**config.mk**
```make
export PLATFORM = sky130hd
export DESIGN_NAME = dl_top
export DESIGN_NICKNAME = d
export VERILOG_FILES = /design/src/design/dl_pkg.sv /design/src/design/ioctl_if.sv /design/src/design/dwnld_split.sv /design/src/design/ioctl_router.sv /design/src/design/cfg_store.sv /design/src/design/dl_top.sv
export SDC_FILE = /design/constraint.sdc
export NUM_CORES = 1
export LEC_CHECK = 0
export ABC_AREA = 1
export BUFFER_PORTS_ARGS = -buffer_cell sky130_fd_sc_hd__buf_2
export CAP_MARGIN = 5
export CORE_MARGIN = 4
export CORE_UTILIZATION = 58
export CTS_BUF_LIST = sky130_fd_sc_hd__clkbuf_2 sky130_fd_sc_hd__clkbuf_4 sky130_fd_sc_hd__clkbuf_8
export DETAILED_ROUTE_END_ITERATION = 8
export PLACE_DENSITY = 0.83
export SKIP_CTS_REPAIR_TIMING = 1
export SYNTH_ARGS = -nofsm -noshare
export SYNTH_HDL_FRONTEND = slang
export SYNTH_SLANG_ARGS = --single-unit
```
**constraint.sdc**
```tcl
create_clock -name clk_rom -period 7.1 [get_ports clk_rom]
set_input_delay 0 -clock clk_rom [delete_from_list [all_inputs] [get_ports clk_rom]]
set_output_delay 0 -clock clk_rom [all_outputs]
set_load 0.02 [all_outputs]
```
**src/design/dl_pkg.sv**
```systemverilog
/*
 * Shared widths, timing and encodings for the ROM download path.
 * Every design file refers to these by scoped name (dl_pkg::name).
 */
package dl_pkg;

    // Host side of the download
    localparam int dl_addr_w = 27;
    localparam int dl_data_w = 16;
    localparam int index_w   = 8;

    // Byte side toward ROM and the configuration registers
    localparam int rom_addr_w = 25;
    localparam int byte_w     = 8;

    // Cycles between the low and the high byte write of one host word
    localparam int gap_cnt_w = 5;
    localparam logic [gap_cnt_w-1:0] dwnld_gap = 5'd24;

    // DIP switches, loaded a byte at a time
    localparam int dip_bytes = 4;
    localparam int dip_sel_w = $clog2(dip_bytes);
    localparam int dipsw_w   = dip_bytes * byte_w;
    localparam logic [dipsw_w-1:0] dipsw_rst = '1;

    // Core mode register
    localparam int core_mod_w = 7;
    localparam logic [core_mod_w-1:0] core_mod_rst = 7'd1;

    // Download index values used by the host
    typedef enum logic [index_w-1:0] {
        idx_rom      = 8'd0,
        idx_core_mod = 8'd1,
        idx_dipsw    = 8'd254
    } ioctl_index_e;

    // Word splitter FSM
    typedef enum logic {
        split_idle,
        split_wait
    } split_state_e;

endpackage

```
**src/design/ioctl_if.sv**
```systemverilog
/*
 * Byte write bus from the word splitter to its consumers.
 * One write per cycle in which wr is high; addr, data and index
 * are valid in that same cycle. Consumers always accept.
 */
interface ioctl_if;

    // Write strobe, one cycle per byte
    logic wr;

    // Byte address toward ROM, bit 0 selects the half of the host word
    logic [dl_pkg::rom_addr_w-1:0] addr;

    logic [dl_pkg::byte_w-1:0] data;

    // Download index of the file in progress
    dl_pkg::ioctl_index_e index;

    // Splitter side
    modport src (
        output wr,
        output addr,
        output data,
        output index
    );

    // Router and configuration store
    modport dst (
        input wr,
        input addr,
        input data,
        input index
    );

endinterface

```
**src/design/dwnld_split.sv**
```systemverilog
/*
 * Splits each 16-bit host download word into two byte writes.
 * The low byte goes out the cycle after the host strobe, the high
 * byte dwnld_gap cycles later, giving downstream time per byte.
 */
module dwnld_split (
    input  logic                         clk_rom,
    input  logic                         rst,
    input  logic                         dl_wr,
    input  logic [dl_pkg::dl_addr_w-1:0] dl_addr,
    input  logic [dl_pkg::dl_data_w-1:0] dl_data,
    input  logic [dl_pkg::index_w-1:0]   dl_index,
    ioctl_if.src                         byte_bus
);

    dl_pkg::split_state_e               state;
    logic [dl_pkg::gap_cnt_w-1:0]       cnt;
    logic [dl_pkg::byte_w-1:0]          hi_byte;
    logic [dl_pkg::rom_addr_w-2:0]      word_addr;
    logic                               hi_due;

    // Last cycle of the gap, high byte goes out on the next edge
    assign hi_due = (state == dl_pkg::split_wait) && (cnt == dl_pkg::gap_cnt_w'(1));

    // Index is held by the host for the whole download
    assign byte_bus.index = dl_pkg::ioctl_index_e'(dl_index);

    // FSM and write strobe
    always_ff @(posedge clk_rom or posedge rst) begin
        if (rst) begin
            state       <= dl_pkg::split_idle;
            cnt         <= '0;
            byte_bus.wr <= 1'b0;
        end else begin
            byte_bus.wr <= dl_wr || hi_due;
            if (dl_wr) begin
                state <= dl_pkg::split_wait;
                cnt   <= dl_pkg::dwnld_gap;
            end else if (state == dl_pkg::split_wait) begin
                // Stays busy through the cycle the high byte is on the bus
                if (cnt == '0) begin
                    state <= dl_pkg::split_idle;
                end else begin
                    cnt <= cnt - 1'b1;
                end
            end
        end
    end

    // Byte payload and the pending high half
    always_ff @(posedge clk_rom) begin
        if (dl_wr) begin
            hi_byte       <= dl_data[dl_pkg::dl_data_w-1:dl_pkg::byte_w];
            word_addr     <= dl_addr[dl_pkg::rom_addr_w-1:1];
            byte_bus.addr <= {dl_addr[dl_pkg::rom_addr_w-1:1], 1'b0};
            byte_bus.data <= dl_data[dl_pkg::byte_w-1:0];
        end else if (hi_due) begin
            byte_bus.addr <= {word_addr, 1'b1};
            byte_bus.data <= hi_byte;
        end
    end

    // Host must leave room for the high byte before the next word
    a_no_strobe_in_wait: assert property (
        @(posedge clk_rom) disable iff (rst)
        dl_wr |-> (state == dl_pkg::split_idle)
    ) else $error("host download strobe while the previous word is pending");

    // Two byte writes never touch each other
    a_wr_spaced: assert property (
        @(posedge clk_rom) disable iff (rst)
        byte_bus.wr |=> !byte_bus.wr
    ) else $error("byte writes in adjacent cycles");

endmodule

```
**src/design/ioctl_router.sv**
```systemverilog
/*
 * Routes index-0 byte writes to the ROM write port and keeps the
 * downloading flag. Both are registered one cycle after their inputs.
 * Writes for other indices are left to the configuration store.
 */
module ioctl_router (
    input  logic                          clk_rom,
    input  logic                          rst,
    input  logic                          dl_active,
    input  logic [dl_pkg::index_w-1:0]    dl_index,
    ioctl_if.dst                          byte_bus,
    output logic                          rom_wr,
    output logic [dl_pkg::rom_addr_w-1:0] rom_addr,
    output logic [dl_pkg::byte_w-1:0]     rom_data,
    output logic                          downloading
);

    logic rom_dl;
    logic rom_hit;

    // Host is sending a ROM file right now
    assign rom_dl = dl_active && (dl_index == dl_pkg::idx_rom);

    // Byte writes reach the ROM port only while the flag is up
    assign rom_hit = byte_bus.wr && (byte_bus.index == dl_pkg::idx_rom) && downloading;

    always_ff @(posedge clk_rom or posedge rst) begin
        if (rst) begin
            rom_wr      <= 1'b0;
            downloading <= 1'b0;
        end else begin
            rom_wr      <= rom_hit;
            downloading <= rom_dl;
        end
    end

    // Address and data only matter while rom_wr is high
    always_ff @(posedge clk_rom) begin
        if (rom_hit) begin
            rom_addr <= byte_bus.addr;
            rom_data <= byte_bus.data;
        end
    end

    // ROM port only writes during a ROM download
    a_wr_in_download: assert property (
        @(posedge clk_rom) disable iff (rst)
        rom_wr |-> downloading
    ) else $error("ROM write outside of a ROM download");

endmodule

```
**src/design/cfg_store.sv**
```systemverilog
/*
 * Configuration loaded through the download channel.
 * Index 254 fills the four DIP switch bytes, byte 0 at address 0.
 * Index 1 loads the core mode register from even addresses only,
 * so the high half of a host word cannot overwrite the low half.
 */
module cfg_store (
    input  logic                          clk_rom,
    input  logic                          rst,
    ioctl_if.dst                          byte_bus,
    output logic [dl_pkg::dipsw_w-1:0]    dipsw,
    output logic [dl_pkg::core_mod_w-1:0] core_mod
);

    logic [dl_pkg::byte_w-1:0] dsw [dl_pkg::dip_bytes];
    logic                      dip_hit;
    logic                      mod_hit;
    logic [dl_pkg::dip_sel_w-1:0] dip_sel;

    // Only the first four addresses of the DIP file are kept
    assign dip_hit = byte_bus.wr && (byte_bus.index == dl_pkg::idx_dipsw)
                     && (byte_bus.addr[dl_pkg::rom_addr_w-1:dl_pkg::dip_sel_w] == '0);

    assign dip_sel = byte_bus.addr[dl_pkg::dip_sel_w-1:0];

    // Odd address is the high half of the host word
    assign mod_hit = byte_bus.wr && (byte_bus.index == dl_pkg::idx_core_mod)
                     && !byte_bus.addr[0];

    // DIP bytes
    always_ff @(posedge clk_rom or posedge rst) begin
        if (rst) begin
            for (int i = 0; i < dl_pkg::dip_bytes; i++) begin
                dsw[i] <= dl_pkg::dipsw_rst[i*dl_pkg::byte_w +: dl_pkg::byte_w];
            end
        end else if (dip_hit) begin
            dsw[dip_sel] <= byte_bus.data;
        end
    end

    // Byte 0 is least significant
    always_comb begin
        for (int i = 0; i < dl_pkg::dip_bytes; i++) begin
            dipsw[i*dl_pkg::byte_w +: dl_pkg::byte_w] = dsw[i];
        end
    end

    // Core mode register
    always_ff @(posedge clk_rom or posedge rst) begin
        if (rst) begin
            core_mod <= dl_pkg::core_mod_rst;
        end else if (mod_hit) begin
            core_mod <= byte_bus.data[dl_pkg::core_mod_w-1:0];
        end
    end

    // High half of a word leaves the core mode alone
    a_odd_keeps_mod: assert property (
        @(posedge clk_rom) disable iff (rst)
        (byte_bus.wr && byte_bus.addr[0]) |=> $stable(core_mod)
    ) else $error("core mode changed by an odd-address write");

endmodule

```
**src/design/dl_top.sv**
```systemverilog
/*
 * Top of the ROM download path.
 * Host words enter as plain ports, get split into byte writes and
 * are routed to the ROM write port or the configuration registers.
 * Everything runs on clk_rom with an asynchronous, active-high rst.
 */
module dl_top (
    input  logic                          clk_rom,
    input  logic                          rst,

    // Host download channel
    input  logic                          dl_active,
    input  logic [dl_pkg::index_w-1:0]    dl_index,
    input  logic                          dl_wr,
    input  logic [dl_pkg::dl_addr_w-1:0]  dl_addr,
    input  logic [dl_pkg::dl_data_w-1:0]  dl_data,

    // ROM write port
    output logic                          rom_wr,
    output logic [dl_pkg::rom_addr_w-1:0] rom_addr,
    output logic [dl_pkg::byte_w-1:0]     rom_data,
    output logic                          downloading,

    // Configuration
    output logic [dl_pkg::dipsw_w-1:0]    dipsw,
    output logic [dl_pkg::core_mod_w-1:0] core_mod
);

    ioctl_if byte_bus ();

    dwnld_split u_split (
        .clk_rom    ( clk_rom     ),
        .rst        ( rst         ),
        .dl_wr      ( dl_wr       ),
        .dl_addr    ( dl_addr     ),
        .dl_data    ( dl_data     ),
        .dl_index   ( dl_index    ),
        .byte_bus   ( byte_bus    )
    );

    ioctl_router u_router (
        .clk_rom    ( clk_rom     ),
        .rst        ( rst         ),
        .dl_active  ( dl_active   ),
        .dl_index   ( dl_index    ),
        .byte_bus   ( byte_bus    ),
        .rom_wr     ( rom_wr      ),
        .rom_addr   ( rom_addr    ),
        .rom_data   ( rom_data    ),
        .downloading( downloading )
    );

    cfg_store u_cfg (
        .clk_rom    ( clk_rom     ),
        .rst        ( rst         ),
        .byte_bus   ( byte_bus    ),
        .dipsw      ( dipsw       ),
        .core_mod   ( core_mod    )
    );

endmodule

```
==> results.json <==
{
  "path_max_fanout": 33,
  "finalClockSkew_ps": 12.7,
  "crit_arrival_ps": 2490,
  "crit_chain": "inv_1 > ha_1 > nand4_1 > nand2_1 > buf_4",
  "finalHoldViolCount": 0,
  "synthesis.area_per_instance_um2": 11.9,
  "syn_nets": 531,
  "crit_type": "reg -> reg",
  "power.density_mw_per_mm2": 244,
  "yosys_warnings": 0,
  "relSlewSlack_pct": 36.1,
  "finalSetupTns_ps": 0,
  "ys_seq_elements": 146,
  "setup_viol": 0,
  "min_period_over_period_pct": 34.0,
  "antenna_left": 0,
  "synthFlopType": "edfxtp_1",
  "dpl.hpwl_mm": 7.93,
  "drive_gt1_share_pct": 31.7,
  "vdd_drop_max_v": 0.000138,
  "grt_antenna_before_repair": 0,
  "max_freq_mhz": 414,
  "drt-pass1-iter-count": 5,
  "grtUsageMet2_pct": 37.0,
  "status": "completed",
  "die_w_um": 107,
  "grt_max_degree": 69,
  "grt_pass1_wl_mm": 18.9,
  "place_area_mm2": 0.00638,
  "drc": 0,
  "yosys.area.top_type_share_pct": 51.7,
  "endpoint_kind": "flop",
  "wl_mm": 12.5,
  "finalNetCount": 713,
  "start_util_pct": 60.4,
  "cp-start-kind": "flop",
  "synth_cells": 474,
  "synthTopCellsByCount": "176 x nand2_1, 97 x edfxtp_1, 44 x nand3_1",
  "cts_made_buffers": 17,
  "multi_input_area_mm2": 0.00132,
  "gp_congestion": 0.814,
  "antenna_cells": 0,
  "critPathRequiredTime_ps": 7170,
  "path_clk_slew_ps": 70,
  "hp-class": "in -> reg",
  "synth.area.top_cells": "edfxtp_1 52%, dfstp_2 15%, nand2_1 12%",
  "drt_iter0_drc": 259,
  "slowest_stage": "nand4_1",
  "synthesis.area_mm2": 0.00563,
  "io_pins": 129,
  "top_usage_layer": "met2",
  "vias_per_cell": 5.06,
  "clock_latency_ps": 420,
  "grt_use_total_pct": 21.7,
  "rows": 35,
  "finalInstanceArea_mm2": 0.00729,
  "clock-sinks": 146,
  "yosysMostFrequentCell": "nand2_1",
  "post-route-min-period_ps": 2410,
  "design.die.area_mm2": 0.0114,
  "met3_usage_pct": 4.55,
  "slew_viol_final": 0,
  "tightest_slew_ps": 957,
  "grt_pass1_vias": 3881,
  "synth_top_area_cell": "edfxtp_1",
  "io_buffers": 125,
  "num_vias": 4035,
  "ys_types": 24,
  "wl_per_cell_um": 15.7,
  "root_buffer": "clkbuf_8",
  "rsz0062_at_grt": "false",
  "power.leakage_nw": 3.25,
  "gr-total-overflow": 0,
  "clk_path_buf_depth": 2,
  "async_reset_ff_share_pct": 32.9,
  "maxCapViolCount": 0,
  "core_region_area_mm2": 0.00933,
  "grt_util_met1_pct": 27.0,
  "synth_edf_count": 97,
  "ctsHtreeMaxLevel": 4,
  "regArea_mm2": 0.00418,
  "seq_area_frac_synth_pct": 74.1,
  "hold_slack_ps": 39.0,
  "cp_slowest_stage_delay_ps": 730,
  "cts_tree": "built",
  "syn2layout_area_growth_pct": 29.4,
  "die_h_um": 107,
  "filler_cell_count": 574
}
[metrics by stage]
step | setup WS [ps] | power, mW | util, % | instances
after floorplan | 4630 | 1.02 | - | 474
after detailed placement | 4740 | 1.07 | 68.4 | 719
after global placement | 4830 | 1.06 | 68.4 | 719
final | 4690 | 1.78 | 78.2 | 798
after CTS | 4690 | 1.76 | 73.1 | 751
after global routing | 4450 | 1.84 | 78.2 | 798
[kinds of logic (layout without fill, tap and decap cells)]
kind of cell    Yosys count  count (layout)  synth area share [%]
simple gates            262             262                  20.1
flops                   146             146                  74.1
compound gates           31              31                  2.75
fa+ha+maj                 2               2                 0.444
buf+inv                  33             228                  2.64
[cells in the final DEF (no fill, tap or decap), drive strengths merged]
master | netlist | routed
nand2 | 178 | 178
nand3 | 48 | 48
clkbuf | 6 | 22
bufinv | 0 | 4
clkinvlp | 0 | 1
a21oi | 3 | 3
buf | 6 | 128
edfxtp | 97 | 97
nor3 | 1 | 1
dfxtp | 1 | 1
inv | 20 | 21
clkinv | 1 | 5
nor2 | 32 | 32
dlygate4sd3 | 0 | 47
ha | 2 | 2
nand4 | 2 | 2
nor4 | 1 | 1
dfstp | 33 | 33
o21ai | 28 | 28
dfrtp | 15 | 15
[report_power, final]
part / switching [mW] / leakage [nW] / internal, mW
combinational: 0.0612 / 1.55 / 0.0440
clock: 0.290 / 0.227 / 0.413
sequential: 0.0212 / 1.47 / 0.948
[sequential cells by signal (all words and copies together), names as in the netlist, 7 cells and up]
signal and cells:
u_split.hi_byte 8, u_split.word_addr 24, u_cfg.dipsw 32, u_router.rom_data 8, u_router.rom_addr 25, u_split.byte_bus.addr 25, u_cfg.core_mod 7, u_split.byte_bus.data 8
[critical path, delay by kind of cell (launching register included)]
kind | cells | cell delay, ps
and+or+nand+nor | 2 | 970
adders and majority gates | 1 | 200
DFF | 1 | 360
buffers and inverters | 2 | 540
[cell type report]
| class | instances | area share [%] |
|---|---|---|
| Tap cell | 129 | 2.21 |
| Inverter | 21 | 1.08 |
| Sequential cell | 146 | 57.2 |
| Clock buffer | 22 | 3.89 |
| Multi-Input combinational cell | 295 | 18.1 |
| Timing Repair Buffer | 175 | 15.3 |
| Clock inverter | 10 | 2.16 |
[worst paths after layout]
kind / start / to / slack (ps) / depth (start not counted)
setup / recovery: u_split.cnt[1]$_DFFE_PP0P_ / u_split.byte_bus.addr[18]$_DFFE_PP_ / 4690 / 5
hold / removal: dl_index[3] / u_cfg.core_mod[4]$_DFFE_PP0P_ / 40 / 5
setup reg to reg: u_split.cnt[1]$_DFFE_PP0P_ / u_split.byte_bus.addr[18]$_DFFE_PP_ / 4690 / 5
hold reg to reg: u_split.byte_bus.addr[10]$_DFFE_PP_ / u_router.rom_addr[10]$_DFFE_PP_ / 450 / 0
max in group asynchronous: rst / u_cfg.core_mod[2]$_DFFE_PP0P_ / 6400 / 4
min in group asynchronous: rst / u_split.state$_DFF_PP0_ / 300 / 4
[per-layer routing]
layer  part of all wire (%)  vias up
li1                       -     1962
met1                     40     1899
met2                     52      146
met3                    5.8       28
met4                    2.4        0
met5                      0        -
No activity file was read; power rests on OpenSTA's default activity.
